File: src/hdl/snd_pkg.sv
// Sound chip package with widths, register map, configuration struct and LFSR constants
package snd_pkg;

	// Field and counter widths
	localparam int FREQ_W     = 12;               // VCO and noise frequency fields
	localparam int LFO_FREQ_W = 10;               // LFO frequency field
	localparam int LFO_CNT_W  = 18;               // LFO counter, lfo_freq then 8 zeros
	localparam int OSC_CNT_W  = 13;               // VCO and noise counters
	localparam int WDATA_W    = 12;               // Host write data

	// Prescaler that times every oscillator
	localparam int TICK_DIV = 16;                 // One tick per 16 clocks
	localparam int PRESC_W  = $clog2(TICK_DIV);

	// Noise generator
	localparam int          LFSR_W    = 16;
	localparam logic [15:0] LFSR_TAPS = 16'h100B; // Galois tap mask
	localparam logic [15:0] LFSR_SEED = 16'h0001; // Value held during reset

	// Host register map
	typedef enum logic [1:0] {
		REG_VCO_FREQ   = 2'd0,
		REG_NOISE_FREQ = 2'd1,
		REG_LFO_FREQ   = 2'd2,
		REG_CTRL       = 2'd3
	} snd_reg_e;

	// REG_CTRL bit positions in wdata
	localparam int CTRL_MIXER_LSB = 0;            // Bits 2:0
	localparam int CTRL_SHIFT_LSB = 3;            // Bits 5:3
	localparam int CTRL_VCO_SEL   = 6;
	localparam int CTRL_NOISE_SEL = 7;

	// Mixer enable bits, ordered {LFO, noise, VCO}
	localparam int MIX_VCO   = 0;
	localparam int MIX_NOISE = 1;
	localparam int MIX_LFO   = 2;

	// Full chip configuration as seen by the datapath
	typedef struct packed {
		logic [FREQ_W-1:0]     vco_freq;
		logic [FREQ_W-1:0]     noise_freq;
		logic [LFO_FREQ_W-1:0] lfo_freq;
		logic                  vco_select;    // LFO modulates VCO
		logic                  noise_select;  // LFO modulates noise
		logic [2:0]            lfo_shift;     // Modulation depth, larger is shallower
		logic [2:0]            mixer;         // Source enables {LFO, noise, VCO}
	} snd_cfg_t;

endpackage

File: src/hdl/snd_chip_top.sv
// Programmable sound chip top with register file, LFO and voice
module snd_chip_top import snd_pkg::*; (
	input  logic               clk,
	input  logic               rst,
	input  logic               wr,
	input  snd_reg_e           addr,
	input  logic [WDATA_W-1:0] wdata,
	output logic               spkr
);

	snd_cfg_t          cfg;
	logic              tick;        // One clock in TICK_DIV
	logic              lfo_state;
	logic [FREQ_W-1:0] lfo_delta;

	snd_regs u_regs (
		.clk   (clk),
		.rst   (rst),
		.wr    (wr),
		.addr  (addr),
		.wdata (wdata),
		.cfg   (cfg)
	);

	snd_lfo u_lfo (
		.clk       (clk),
		.rst       (rst),
		.lfo_freq  (cfg.lfo_freq),
		.lfo_shift (cfg.lfo_shift),
		.tick      (tick),
		.lfo_state (lfo_state),
		.lfo_delta (lfo_delta)
	);

	snd_voice u_voice (
		.clk       (clk),
		.rst       (rst),
		.tick      (tick),
		.cfg       (cfg),
		.lfo_state (lfo_state),
		.lfo_delta (lfo_delta),
		.spkr      (spkr)
	);

endmodule

File: src/hdl/snd_lfo.sv
// Chip prescaler and low-frequency oscillator producing the modulation delta
module snd_lfo import snd_pkg::*; (
	input  logic                  clk,
	input  logic                  rst,
	input  logic [LFO_FREQ_W-1:0] lfo_freq,
	input  logic [2:0]            lfo_shift,
	output logic                  tick,
	output logic                  lfo_state,
	output logic [FREQ_W-1:0]     lfo_delta
);

	logic [PRESC_W-1:0]   presc;      // Free-running divide by TICK_DIV
	logic [LFO_CNT_W-1:0] lfo_count;
	logic [LFO_CNT_W-1:0] lfo_reload;
	logic                 lfo_zero;
	logic [FREQ_W-1:0]    triangle;

	// Prescaler sits at zero during reset, so tick stays high there
	always_ff @(posedge clk) begin
		if (rst) begin
			presc <= '0;
		end else begin
			presc <= presc + 1'b1;
		end
	end

	assign tick = (presc == '0);

	// Frequency field scaled up by 256
	assign lfo_reload = {lfo_freq, {(LFO_CNT_W - LFO_FREQ_W){1'b0}}};
	assign lfo_zero   = (lfo_count == '0);

	always_ff @(posedge clk) begin
		if (tick) begin
			if (rst || lfo_zero) begin
				lfo_count <= lfo_reload;
			end else begin
				lfo_count <= lfo_count - 1'b1;
			end
		end
	end

	// Square output flips once per LFO half period
	always_ff @(posedge clk) begin
		if (rst) begin
			lfo_state <= 1'b0;
		end else if (tick && lfo_zero) begin
			lfo_state <= ~lfo_state;
		end
	end

	// Top counter bits, folded over when the MSB is set
	always_comb begin
		if (lfo_count[LFO_CNT_W-1]) begin
			triangle = ~lfo_count[LFO_CNT_W-1 -: FREQ_W];
		end else begin
			triangle = lfo_count[LFO_CNT_W-1 -: FREQ_W];
		end
	end

	assign lfo_delta = triangle >> lfo_shift;   // Depth control

endmodule

File: src/hdl/snd_lfsr.sv
// Galois LFSR noise source that steps on enable
module snd_lfsr import snd_pkg::*; (
	input  logic              clk,
	input  logic              rst,
	input  logic              enable,
	output logic [LFSR_W-1:0] lfsr
);

	logic [LFSR_W-1:0] lfsr_next;

	// Shift right, fold taps back in when a one drops out
	always_comb begin
		if (lfsr[0]) begin
			lfsr_next = (lfsr >> 1) ^ LFSR_TAPS;
		end else begin
			lfsr_next = lfsr >> 1;
		end
	end

	always_ff @(posedge clk) begin
		if (rst) begin
			lfsr <= LFSR_SEED;
		end else if (enable) begin
			lfsr <= lfsr_next;
		end
	end

endmodule

File: src/hdl/snd_regs.sv
// Configuration register file written by host strobe, address and data
module snd_regs import snd_pkg::*; (
	input  logic               clk,
	input  logic               rst,
	input  logic               wr,
	input  snd_reg_e           addr,
	input  logic [WDATA_W-1:0] wdata,
	output snd_cfg_t           cfg
);

	// Control word fields unpacked from wdata
	logic [2:0] ctrl_mixer;
	logic [2:0] ctrl_shift;
	logic       ctrl_vco_sel;
	logic       ctrl_noise_sel;

	assign ctrl_mixer     = wdata[CTRL_MIXER_LSB +: 3];
	assign ctrl_shift     = wdata[CTRL_SHIFT_LSB +: 3];
	assign ctrl_vco_sel   = wdata[CTRL_VCO_SEL];
	assign ctrl_noise_sel = wdata[CTRL_NOISE_SEL];

	always_ff @(posedge clk) begin
		if (rst) begin
			cfg <= '0;                                   // Everything off and zero
		end else if (wr) begin
			case (addr)
				REG_VCO_FREQ: begin
					cfg.vco_freq <= wdata[FREQ_W-1:0];
				end
				REG_NOISE_FREQ: begin
					cfg.noise_freq <= wdata[FREQ_W-1:0];
				end
				REG_LFO_FREQ: begin
					cfg.lfo_freq <= wdata[LFO_FREQ_W-1:0];   // Upper bits dropped
				end
				REG_CTRL: begin
					cfg.mixer        <= ctrl_mixer;
					cfg.lfo_shift    <= ctrl_shift;
					cfg.vco_select   <= ctrl_vco_sel;
					cfg.noise_select <= ctrl_noise_sel;
				end
				default: begin
					cfg <= cfg;
				end
			endcase
		end
	end

endmodule

File: src/hdl/snd_tone_osc.sv
// Reloadable down-counter oscillator that toggles its state at terminal count
module snd_tone_osc import snd_pkg::*; (
	input  logic                 clk,
	input  logic                 rst,
	input  logic                 tick,
	input  logic [OSC_CNT_W-1:0] reload,
	input  logic                 gate,
	output logic                 at_zero,
	output logic                 state
);

	logic [OSC_CNT_W-1:0] count;

	assign at_zero = (count == '0);

	// Counter only moves on tick cycles, reset loads like a terminal count
	always_ff @(posedge clk) begin
		if (tick) begin
			if (rst || at_zero) begin
				count <= reload;
			end else begin
				count <= count - 1'b1;
			end
		end
	end

	// Output flips at terminal count when the gate allows it
	always_ff @(posedge clk) begin
		if (rst) begin
			state <= 1'b0;
		end else if (tick && at_zero && gate) begin
			state <= ~state;
		end
	end

endmodule

File: src/hdl/snd_voice.sv
// Tone and noise oscillators with the noise LFSR and the registered mixer
module snd_voice import snd_pkg::*; (
	input  logic              clk,
	input  logic              rst,
	input  logic              tick,
	input  snd_cfg_t          cfg,
	input  logic              lfo_state,
	input  logic [FREQ_W-1:0] lfo_delta,
	output logic              spkr
);

	logic [OSC_CNT_W-1:0] vco_reload;
	logic [OSC_CNT_W-1:0] noise_reload;
	logic                 vco_state;
	logic                 noise_zero;
	logic                 noise_state;
	logic [LFSR_W-1:0]    lfsr;
	logic [2:0]           sources;    // {LFO, noise, VCO}

	// Base frequency plus optional LFO offset with carry in the top bit
	function automatic logic [OSC_CNT_W-1:0] mod_reload(
		input logic [FREQ_W-1:0] freq,
		input logic              sel,
		input logic [FREQ_W-1:0] delta
	);
		logic [OSC_CNT_W-1:0] offset;
		offset = sel ? OSC_CNT_W'(delta) : '0;
		return OSC_CNT_W'(freq) + offset;
	endfunction

	assign vco_reload   = mod_reload(cfg.vco_freq, cfg.vco_select, lfo_delta);
	assign noise_reload = mod_reload(cfg.noise_freq, cfg.noise_select, lfo_delta);

	snd_tone_osc vco_osc (
		.clk     (clk),
		.rst     (rst),
		.tick    (tick),
		.reload  (vco_reload),
		.gate    (1'b1),          // Plain square wave
		.at_zero (),
		.state   (vco_state)
	);

	snd_tone_osc noise_osc (
		.clk     (clk),
		.rst     (rst),
		.tick    (tick),
		.reload  (noise_reload),
		.gate    (lfsr[0]),       // Random toggling
		.at_zero (noise_zero),
		.state   (noise_state)
	);

	snd_lfsr noise_lfsr (
		.clk    (clk),
		.rst    (rst),
		.enable (tick && noise_zero),
		.lfsr   (lfsr)
	);

	assign sources = {lfo_state, noise_state, vco_state};

	// Disabled sources read as one so they drop out of the AND
	always_ff @(posedge clk) begin
		if (rst) begin
			spkr <= 1'b0;
		end else if (tick) begin
			spkr <= &(sources | ~cfg.mixer);
		end
	end

endmodule

File: config.mk
export PLATFORM = sky130hd
export DESIGN_NAME = snd_chip_top
export DESIGN_NICKNAME = d
export VERILOG_FILES = /design/src/hdl/snd_pkg.sv /design/src/hdl/snd_chip_top.sv /design/src/hdl/snd_lfo.sv /design/src/hdl/snd_lfsr.sv /design/src/hdl/snd_regs.sv /design/src/hdl/snd_tone_osc.sv /design/src/hdl/snd_voice.sv
export SDC_FILE = /design/constraint.sdc
export NUM_CORES = 1
export LEC_CHECK = 0
export BUFFER_PORTS_ARGS = -buffer_cell sky130_fd_sc_hd__buf_2
export CORE_MARGIN = 2
export CORE_UTILIZATION = 57
export CTS_CLUSTER_SIZE = 8
export DETAILED_ROUTE_END_ITERATION = 10
export MAX_ROUTING_LAYER = met4
export PLACE_DENSITY = 0.77
export SKIP_CTS_REPAIR_TIMING = 1
export SYNTH_ARGS = -nofsm -noshare
export SYNTH_HDL_FRONTEND = slang
export SYNTH_HIERARCHICAL = 1
export SYNTH_SLANG_ARGS = --single-unit
File: constraint.sdc
create_clock -name clk -period 3.35 [get_ports clk]
set_input_delay 0.1675 -clock clk [delete_from_list [all_inputs] [get_ports clk]]
set_output_delay 0.1675 -clock clk [all_outputs]
set_load 0.02 [all_outputs]
* Word level (Yosys, flattened, before mapping)
Cells that the tools add are included. Widths: inputs -> output; s select.
Word-level totals: input bits 17, output and inout port bits 1, memories 0, bits in writable memories 0, memory bits (read-only) 0, word-level logic and storage cells 58, latch bits 0, bits in registers 107
Cells by class: equal/unequal tests 3, reductions and logical operators 17, $add $sub $neg 6, multiply operators 0, bitwise gates (word level) 7, $lt $le $gt $ge 0, muxes and demuxes 7, divide/modulo/power cells 0, shifts and indexed selects 1
Operators by type and width (number):
- $mux 13 | 3
- $mux 12 | 3
- $add 12x13->13 | 2
- $logic_not 13->1 | 2
- $sub 13x1->13 const B | 2
- $logic_not 18->1 | 1
- $mux 18 | 1
- $sub 18x1->18 const B | 1
- $not 12->12 | 1
- $shr 12x3->12 | 1
- $reduce_and 2->1 | 4
- $add 4x1->4 const B | 1
- $eq 2x2->1 const B | 2
- $logic_and 1x1->1 | 4
- $logic_not 4->1 | 1
- $not 3->4 | 1
- $logic_or 1x1->1 | 3
- $not 1->1 | 3
- $not 3->3 | 1
- $or 3x3->3 | 1
- $reduce_and 3->1 | 1
- $eq 2x1->1 const B | 1
- $logic_not 2->1 | 1

* Longest topological paths before layout
Gate-level depths: netlist of run 1.
depth after elaboration 6, gate-level depth with buffers 18

* Modules after synthesis
Netlist of run 1, hierarchy kept.
Modules (own cells, without submodules):
- snd_lfo | sequential area each 640.6 µm², area each 1814.2 µm², instances 1, cells each 174
- snd_tone_osc | sequential area each 410.4 µm², area each 860.8 µm², instances 2, cells each 80
- snd_regs | sequential area each 840.8 µm², area each 1694.1 µm², instances 1, cells each 153
- snd_voice | sequential area each 20.0 µm², area each 1387.6 µm², instances 1, cells each 194
- snd_lfsr | sequential area each 260.2 µm², area each 596.8 µm², instances 1, cells each 59

* Worst setup path before layout of run 1
No wires, ideal clock.
path kind flip-flop to flip-flop, start point reg, netlist name u_regs/cfg[3], end point reg u_voice.noise_osc.count[8] (data pin), period minus slack after synthesis 3324 ps, setup time 258 ps, stages on the path, launching flop included 17, slack 26 ps, data arrival time 3066 ps, path buffers 2, cell sequence dfxtp_1 > clkbuf_1 > buf_2 > mux2i_1 > xnor2_1 > mux2i_1 > mux2i_1 > and2_1 > ha_1 > fa_1 > a21oi_1 > o211ai_1 > a21oi_1 > o21ai_0 > xor2_1 > nor2_1 > a21oi_1
Between the ends: cells in the longest elaborated chain, start to end 4
Ends and longest elaborated chain:
- $shr 12x3->12 | RTL line snd_lfo.sv:61 | assign lfo_delta = triangle >> lfo_shift;
- via lfo_delta[0] | RTL line snd_chip_top.sv:14 | logic [FREQ_W-1:0] lfo_delta;
- $mux 12 | RTL line snd_voice.sv:27 | offset = sel ? OSC_CNT_W'(delta) : '0;
- $add 12x13->13 | RTL line snd_voice.sv:28 | return OSC_CNT_W'(freq) + offset;
- via u_voice.noise_reload[8] | RTL line snd_voice.sv:13 | logic [OSC_CNT_W-1:0] noise_reload;
- $mux 13 | RTL line snd_tone_osc.sv:19 | if (rst || at_zero) begin
- to (signal assigned) | RTL line snd_tone_osc.sv:20 | count <= reload;
- to (signal assigned) | RTL line snd_tone_osc.sv:22 | count <= count - 1'b1;
- to (decl) | RTL line snd_tone_osc.sv:12 | logic [OSC_CNT_W-1:0] count;
The timed path passes the listed nets, and every way through them passes these cells. A chain may end at the register's enable or synchronous reset.

* Final worst setup path of run 1
start point reg, netlist name u_regs/cfg[3], end point reg u_voice.noise_osc.count[8] (data pin)
Between the ends: cells in the longest elaborated chain, start to end 4
Ends and longest elaborated chain (RTL line):
- $shr 12x3->12 | snd_lfo.sv:61
- via lfo_delta[0] | snd_chip_top.sv:14
- $mux 12 | snd_voice.sv:27
- $add 12x13->13 | snd_voice.sv:28
- via u_voice.noise_reload[8] | snd_voice.sv:13
- $mux 13 | snd_tone_osc.sv:19
The timed path passes the listed nets, and every way through them passes these cells.

==> results.toml, run 1 <==
[status]
status = "finished, final reports clean"

[worst_setup_path]
end_kind = "register"
r2r-start = "u_regs/cfg[3]"
max_stage_delay_ns = 0.42
rrSetupSlack_ns = 0.14
required_ns = 3.46
crit_slowest_cell = "fa_1"
path_buf_inv = 0
path_max_fanout = 7
rr_endpoint = "u_voice/noise_osc/count[8]"
crit_type = "reg -> reg"
worstSetupStartpointType = "register"
crit_top_cell = "mux2i_1"
worstPathArrival_ns = 3.31
crit_family = "compound AO/OA/AOI/OAI gates"
r2r_cells = 14
crit_cells = 14
cp-startpoint = "u_regs/cfg[3]"
path_cells = "mux2i_1 > xnor2_1 > mux2i_1 > mux2i_1 > and2_1 > ha_1 > fa_1 > a21oi_2 > o211ai_1 > a21oi_2 > o21ai_1 > xor2_1 > nor2_1 > a21oi_1"
endpoint = "u_voice/noise_osc/count[8]"

[routing]
detail-route-antenna-nets = 0
wl_mm = 15.40
first_iter_violations = 249
wl_per_cell_um = 16.78
num_vias = 5251
drt_pass1_iterations = 5
viasPerCell = 5.720
drc_errors = 0

[yosys]
avgSynthCellArea_um2 = 9.794
syn-cell-area_um2 = 7121
yosys_warnings = 6
synthCells = 727

[grt]
antenna_found_initial = 0
grt_max_degree = 46
grt_use_total = 0.2475
grt_util_met1 = 0.3072
grt_first_pass_wirelength_mm = 25.23
met3_usage = 0.03347
top_usage_layer = "met2"
grt_pass1_vias = 5274
overflow = 0
met2_usage = 0.3996

[timing]
slew_violations = 0
tightest_slew_ns = 0.8196
slew_headroom = 0.4486
setup_slack_ns = 0.1444
clock_skew_ns = 0.01005
period_share = 0.9569
finalCriticalPeriod_ns = 3.206
hold_slack_ns = 0.08917
hold_viol = 0
setup_violations = 0
fmax_ghz = 0.3120

[final_layout]
finalNetCount = 797
multi_input_area_um2 = 4269
layout-drive-gt1-share = 0.1427
antenna_cells = 0
area.growth.synth_to_final_pct = 8.909
n_fill_cell = 961
seqCellArea_um2 = 2586

[cts]
cts_tree = "yes"
cts.sinks = 107
clk_pin_slew_ns = 0.09
root_buffer = "clkbuf_16"
cts_buffer_depth = 2
clock_latency_ns = 0.37
htree_levels = 3
cts_made_buffers = 9

[placement]
gp_congestion = 0.8784
io_buffers = 17
dp_hpwl_mm = 11.14
post-place-ws_ns = -0.06552

[power]
ir_drop_v = 0.0003665
power_mw = 3.551
p_leak_nw = 3.083
powerDensity_nw_per_um2 = 457.9

[floorplanning]
die_w_um = 115.8
core_um2 = 12110
initial_core_util = 0.5879
fp-row-count = 40
die_y_um = 115.8
dieArea_um2 = 13400
ios = 18

[worst_hold_path]
hp-class = "in -> reg"

[job]
maxCapViolCount = 0
-- metrics by stage --
stage	instance area [µm²]	utilization	instances	TNS, ns
6_report	7755	0.6403	918	0
5_1_grt	7755	0.6403	918	-0.02200
4_1_cts	7695	0.6353	916	-0.2233
3_5_place_dp	7365	0.6081	900	-0.1085
3_3_place_gp	7365	0.6081	900	0
2_1_floorplan	7124	-	728	0
-- state kept, by name, summed over array words and instances (netlist names) --
| register | flops |
|---|---|
| u_lfo/lfo_state | 1 |
| u_lfo/lfo_count | 18 |
| u_regs/cfg | 42 |
| u_voice/noise_lfsr/lfsr | 13 |
| u_voice/vco_osc/state | 1 |
| u_voice/vco_osc/count | 13 |
| u_lfo/presc | 4 |
| u_voice/noise_osc/state | 1 |
| u_voice/spkr | 1 |
| u_voice/noise_osc/count | 13 |
-- final cells by class --
type                       count  share of cell area
multi-input combinational    559              0.5505
sequential                   107              0.3335
timing repair buffer          39             0.03227
clock buffer                   9             0.02904
tap                          168             0.02711
inverter                      29             0.01404
clock inverter                 7             0.01355
-- worst min-delay path by stage --
stage | depth (start not counted) | from | end
after floorplan | 1 | rst | u_voice/noise_lfsr/lfsr[1]
after CTS | 3 | wdata[10] | u_regs/cfg[40]
final | 3 | wdata[10] | u_regs/cfg[40]
after global placement | 1 | u_lfo/presc[0] | u_lfo/presc[0]
after global routing | 3 | wdata[10] | u_regs/cfg[40]
after detailed placement | 1 | u_lfo/presc[0] | u_lfo/presc[0]
-- where the power goes --
group	internal [mW]	switching [mW]	total, mW
Combinational	0.344	0.424	0.768
Sequential	1.50	0.118	1.62
Clock	0.560	0.600	1.16
Total	2.41	1.14	3.55
-- metal layers --
metal  wire length, µm  part of all wire
met4               514             0.033
met3               488             0.032
met2              7411              0.48
met1              6987              0.45
met5                 0                 0
-- worst register-to-register path: stages (launching register included) --
cell and delay [ns]:
dfxtp_4 0.41, mux2i_1 0.25, xnor2_1 0.12, mux2i_1 0.22, mux2i_1 0.14, and2_1 0.18
ha_1 0.20, fa_1 0.42, a21oi_2 0.19, o211ai_1 0.16, a21oi_2 0.21, o21ai_1 0.12
xor2_1 0.17, nor2_1 0.12, a21oi_1 0.05
-- placed cells by master, fill, tap and decap left out, drive strengths merged, types with 4 or more instances in the layout --
cell / instances
nand3b: 7
o211ai: 4
mux2: 12
nor3: 16
a21o: 6
xor2: 13
xnor2: 49
o21a: 4
nand4: 9
nor3b: 4
a21oi: 41
o21ai: 15
mux2i: 78
nand2: 27
clkbuf: 9
nor2b: 7
edfxtp: 44
nor2: 66
or4: 4
dfxtp: 63
nor4: 10
ha: 33
inv: 34
buf: 39
nand3: 13
or3: 7
a211oi: 6
nand2b: 59
and2: 26
Power figures use the tool's default switching activity.
==> run 2, diff against run 1 <==
--- a/config.mk
+++ b/config.mk
@@ -6,12 +6,12 @@
 export NUM_CORES = 1
 export LEC_CHECK = 0
 export BUFFER_PORTS_ARGS = -buffer_cell sky130_fd_sc_hd__buf_2
-export CORE_MARGIN = 2
 export CORE_UTILIZATION = 57
 export CTS_CLUSTER_SIZE = 8
 export DETAILED_ROUTE_END_ITERATION = 10
 export MAX_ROUTING_LAYER = met4
-export PLACE_DENSITY = 0.77
+export PLACE_DENSITY = 0.88
+export RECOVER_POWER = 100
 export SKIP_CTS_REPAIR_TIMING = 1
 export SYNTH_ARGS = -nofsm -noshare
 export SYNTH_HDL_FRONTEND = slang
==> run 2 against run 1 <==
  * Combinational power decreased by 1%
  * Sequential share of layout area up 0.50 points
  * Via count grew 4.8%
  * Total power fell by 2.4%
  * Clock skew down 0.0040 ns
  * Cell count unchanged
  * Critical path depth down 1
  * Count of clock-buffer cells in the layout unchanged
  * Core utilization shrank 0.94 points
  * Setup slack got worse by 0.015 ns
  * Global-route usage increased by 0.90 points
  * Cell area decreased by 1.5%
  * Critical endpoint is now u_voice/noise_osc/count[11]
==> results.toml, run 2 (synthesized netlist as in run 1, its figures left out) <==
[final_layout]
final_cell_mix = "76 x mux2i_1, 66 x nor2_1, 62 x dfxtp_1, 59 x nand2b_1, 49 x xnor2_1"
layout-drive-gt1-share = 0.1147
regMostFlops = "u_regs/cfg"
fin_util = 0.6309
final_common_cell = "mux2i_1"
largest_reg_flops = 42
largest_registers = "u_regs/cfg x42, u_lfo/lfo_count x18"
antenna_cells = 0
area.growth.synth_to_final_pct = 7.310
finalNetCount = 797

[grt]
overflow = 0
met3_usage = 0.04410
grt_util_met1 = 0.3147
grt_max_degree = 41
top_usage_layer = "met2"
grt_pass1_vias = 5225
grt_first_pass_wirelength_mm = 25.22
grt_use_total = 0.2564
met2_usage = 0.4297
antenna_found_initial = 0

[worst_setup_path]
path_max_fanout = 8
r2r-start = "u_lfo/lfo_count[16]"
crit_family = "compound AO/OA/AOI/OAI gates"
rrSetupSlack_ns = 0.13
max_stage_delay_ns = 0.43
crit_slowest_cell = "edfxtp_1"
required_ns = 3.47
worstSetupStartpointType = "register"
worstPathArrival_ns = 3.34
path_cells = "inv_1 > ha_1 > nand2_1 > o21a_1 > nor3_1 > and2_1 > ha_1 > a21o_1 > o21bai_1 > nand3b_1 > o311a_1 > o311ai_1 > mux2_4"
crit_top_cell = "ha_1"
crit_type = "reg -> reg"
rr_endpoint = "u_voice/noise_osc/count[11]"
path_buf_inv = 1
end_kind = "register"
r2r_cells = 13

[routing]
drt_pass1_iterations = 5
num_vias = 5501
wl_mm = 15.85
first_iter_violations = 464
viasPerCell = 5.992
drc_errors = 0
detail-route-antenna-nets = 0
wl_per_cell_um = 17.26

[cts]
cts.sinks = 107
clock_latency_ns = 0.36
cts_tree = "yes"
htree_levels = 3
cts_buffer_depth = 2
cts_made_buffers = 9
root_buffer = "clkbuf_16"
clk_pin_slew_ns = 0.08

[timing]
slew_violations = 0
tightest_slew_ns = 1.435
fmax_ghz = 0.3105
slew_headroom = 0.04335
period_share = 0.9614
finalCriticalPeriod_ns = 3.221
clock_skew_ns = 0.006068
fin_tns_setup_ns = 0
setup_violations = 0
hold_viol = 0

[floorplanning]
initial_core_util = 0.5879
die_w_um = 113.8
core_um2 = 12110
dieArea_um2 = 12940
fp-row-count = 40
die_y_um = 113.8
ios = 18

[worst_hold_path]
min_path_cells = 3
worstHoldStart = "wdata[10]"
hold_end = "u_regs/cfg[28]"
hp-class = "in -> reg"

[status]
status = "finished, final reports clean"

[placement]
gp_congestion = 0.9317
io_buffers = 17
dp_hpwl_mm = 11.08

[power]
powerDensity_nw_per_um2 = 453.6
p_leak_nw = 3.011
ir_drop_v = 0.0002988

[job]
maxCapViolCount = 0
[run 2: changes by cell type in the layout (fill, tap and decap cells not counted), moves of 3 or more]
cell,delta
mux2_4,-7
buf_4,-5
and2_1,-5
and2_0,+6
mux2_1,+7
buf_2,-3
clkbuf_1,+7
[run 2: where the power goes]
group,internal [mW],leakage [nW],switching (mW)
Clock,0.537,0.150,0.546
Combinational,0.329,1.91,0.428
Sequential,1.51,0.955,0.119
[run 2: cell type report]
cell class / count / area, µm²
Fill cell: 939 / 4471
Inverter: 29 / 108.9
Sequential cell: 107 / 2586
Clock inverter: 7 / 81.33
Tap cell: 168 / 210.2
Multi-Input combinational cell: 559 / 4200
Clock buffer: 9 / 225.2
Timing Repair Buffer: 39 / 229.0
[run 2: worst min-delay path, stage by stage]
cell      delay, ns
buf_2          0.11
nand2b_1       0.09
mux2i_1        0.07
[run 2: worst max-delay path by stage]
stage | from | cells past startpoint | to | slack, ns
after floorplan | u_regs/cfg[3] | 16 | u_voice/noise_osc/count[8] | 0.03
after global placement | u_regs/cfg[3] | 14 | u_voice/noise_osc/count[8] | 0.1
after detailed placement | u_regs/cfg[3] | 14 | u_voice/noise_osc/count[8] | -0.03
after CTS | u_regs/cfg[3] | 14 | u_voice/noise_osc/count[8] | -0.07
after global routing | u_regs/cfg[3] | 14 | u_voice/vco_osc/count[12] | -0.02
final | u_lfo/lfo_count[16] | 13 | u_voice/noise_osc/count[11] | 0.13
[run 2: through the flow]
step | worst slack, ns | instance area [µm²] | power (mW) | hold WS, ns | std cells
after floorplan | 0.02613 | 7124 | 2.187 | 0.2321 | 728
after global placement | 0.09754 | 7357 | 2.340 | 0.4378 | 899
after detailed placement | -0.03150 | 7357 | 2.386 | 0.4622 | 899
after CTS | -0.07400 | 7664 | 3.470 | 0.1142 | 915
after global routing | -0.01989 | 7641 | 3.612 | 0.1390 | 918
final | 0.1292 | 7641 | 3.466 | 0.1259 | 918
[run 2: per-layer routing]
metal / up-vias / part of all wire / wire, µm
met1: 2615 / 0.42 / 6634
met4: 0 / 0.030 / 473
li1: 2614 / - / -
met2: 224 / 0.49 / 7797
met5: - / 0 / 0
met3: 48 / 0.059 / 942
==> run 3, diff against run 2 <==
--- a/config.mk
+++ b/config.mk
@@ -6,7 +6,7 @@
 export NUM_CORES = 1
 export LEC_CHECK = 0
 export BUFFER_PORTS_ARGS = -buffer_cell sky130_fd_sc_hd__buf_2
-export CORE_UTILIZATION = 57
+export CORE_UTILIZATION = 60
 export CTS_CLUSTER_SIZE = 8
 export DETAILED_ROUTE_END_ITERATION = 10
 export MAX_ROUTING_LAYER = met4
==> constraint.sdc (replaced) <==
create_clock -name clk -period 3.65 [get_ports clk]
set_input_delay 0.1825 -clock clk [delete_from_list [all_inputs] [get_ports clk]]
set_output_delay 0.1825 -clock clk [all_outputs]
set_load 0.02 [all_outputs]
==> run 3 against run 2 <==
  * The run now ends with max-capacitance violations, max-slew violations left
  * Sequential share of layout area grew 0.73 points
  * Sequential cell count is the same
  * First-iteration DRC count shrank 3.9%
  * Count of clock-buffer cells in the layout grew 2
  * Cell count shrank 4.7%
  * Register-to-register slack gained 0.06 ns
  * Critical path depth is the same
  * Fmax shrank 6.8%
  * Cell area shrank 2.2%
  * Critical path type unchanged
  * Critical endpoint is now u_voice/vco_osc/count[11]
  * Largest power group unchanged
==> results.toml, run 3 (synthesized netlist as in run 1, its figures left out) <==
[timing]
fin_tns_setup_ns = 0
slew_headroom = -0.1234
finalCriticalPeriod_ns = 3.456
hold_slack_ns = 0.1870
setup_slack_ns = 0.1941
hold_viol = 0
setup_violations = 0
rsz0062_at_grt = "false"
fmax_ghz = 0.2894
clock_skew_ns = 0.005159
tightest_slew_ns = 1.685
slew_violations = 51
period_share = 0.9468

[grt]
top_usage_layer = "met2"
grt_pass1_vias = 5177
grt_use_total = 0.2660
overflow = 0
antenna_found_initial = 0
met2_usage = 0.4331
grt_max_degree = 51
met3_usage = 0.04101
grt_first_pass_wirelength_mm = 25.55
grt_util_met1 = 0.3349

[final_layout]
antenna_cells = 0
final_common_cell = "mux2i_1"
largest_registers = "u_regs/cfg x42, u_lfo/lfo_count x18"
layout-drive-gt1-share = 0.08470
finalNetCount = 779
largest_reg_flops = 42
final_cell_mix = "78 x mux2i_1, 66 x nor2_1, 62 x dfxtp_1, 59 x nand2b_1, 49 x xnor2_1"
area.growth.synth_to_final_pct = 4.938
regMostFlops = "u_regs/cfg"

[worst_setup_path]
path_max_fanout = 11
worstSetupStartpointType = "register"
crit_type = "reg -> reg"
rr_endpoint = "u_voice/vco_osc/count[11]"
path_buf_inv = 1
r2r_cells = 13
path_cells = "buf_4 > xnor2_1 > o21ai_0 > mux2i_1 > mux2i_1 > and2_0 > ha_1 > a21o_1 > a21oi_1 > o21ai_1 > a211oi_1 > xnor2_1 > mux2_4"
rrSetupSlack_ns = 0.19
crit_slowest_cell = "edfxtp_1"
endpoint = "u_voice/vco_osc/count[11]"
worstPathArrival_ns = 3.56
cp-startpoint = "u_lfo/lfo_count[17]"
crit_family = "compound AO/OA/AOI/OAI gates"
required_ns = 3.76
end_kind = "register"
crit_cells = 13
max_stage_delay_ns = 0.45
r2r-start = "u_lfo/lfo_count[17]"

[cts]
cts.sinks = 107
clk_pin_slew_ns = 0.07
cts_buffer_depth = 2
cts_made_buffers = 9
htree_levels = 3
root_buffer = "clkbuf_16"
clock_latency_ns = 0.35
cts_tree = "yes"

[placement]
dp_hpwl_mm = 11.13
io_buffers = 17
post-place-ws_ns = 0.1811
gp_congestion = 0.9267

[floorplanning]
initial_core_util = 0.6183
ios = 18
die_y_um = 110.9
fp-row-count = 39
die_w_um = 110.9
dieArea_um2 = 12310
core_um2 = 11520

[power]
powerDensity_nw_per_um2 = 421.9
p_sw_mw = 0.9469
p_clk_frac = 0.315
p_leak_nw = 2.927
p_seq_frac = 0.482
sw_frac_of_total = 0.3003
p_int_mw = 2.206
pwr-share-comb = 0.203
ir_drop_v = 0.0003282

[job]
maxCapViolCount = 1

[routing]
drt_pass1_iterations = 6
wl_per_cell_um = 17.52
wl_mm = 15.33
num_vias = 5307
first_iter_violations = 446
drc_errors = 0
detail-route-antenna-nets = 0
viasPerCell = 6.065

[worst_hold_path]
hp-class = "in -> reg"
worstHoldStart = "wdata[9]"

[status]
violations = "max-capacitance violations, max-slew violations"
status = "complete, but fails checks"
run 3: worst min path at each step:
stage / endpoint / slack (ns) / depth (start not counted)
global route: u_regs/cfg[17] / 0.20 / 3
global placement: u_lfo/presc[0] / 0.45 / 1
CTS: u_regs/cfg[17] / 0.18 / 3
floorplan: u_voice/noise_lfsr/lfsr[1] / 0.25 / 1
finish: u_regs/cfg[17] / 0.19 / 3
detailed placement: u_lfo/presc[0] / 0.46 / 1
run 3: metrics by stage:
step                instance area (µm²)  utilization  std cells  total power, mW
floorplan                          7124            -        728            2.008
global placement                   7226       0.6274        859            2.133
detailed placement                 7226       0.6274        859            2.174
CTS                                7531       0.6540        875            3.159
global route                       7472       0.6488        875            3.269
finish                             7472       0.6488        875            3.153
run 3: cell type report:
type | instances | area [µm²]
Sequential cell | 107 | 2584
Clock inverter | 5 | 30.03
Timing Repair Buffer | 21 | 118.9
Clock buffer | 11 | 275.3
Tap cell | 143 | 178.9
Inverter | 29 | 108.9
Fill cell | 842 | 4044
Multi-Input combinational cell | 559 | 4177
run 3: tightest hold or removal path, cell delays in order:
cell and delay (ns):
buf_2 0.08, nand2b_1 0.10, mux2i_1 0.14
run 3: routing by layer:
| metal | vias up | part of all wire |
|---|---|---|
| li1 | 2564 | - |
| met1 | 2541 | 0.44 |
| met2 | 163 | 0.49 |
| met5 | - | 0 |
| met3 | 39 | 0.047 |
| met4 | 0 | 0.023 |
run 3: power groups by stage:
stage,Combinational [mW],Clock (mW),Sequential [mW]
after floorplan,0.509,0,1.50
after CTS,0.642,1.00,1.52
after global placement,0.603,0,1.53
after detailed placement,0.633,0,1.54
final,0.640,0.992,1.52
after global routing,0.693,1.04,1.54
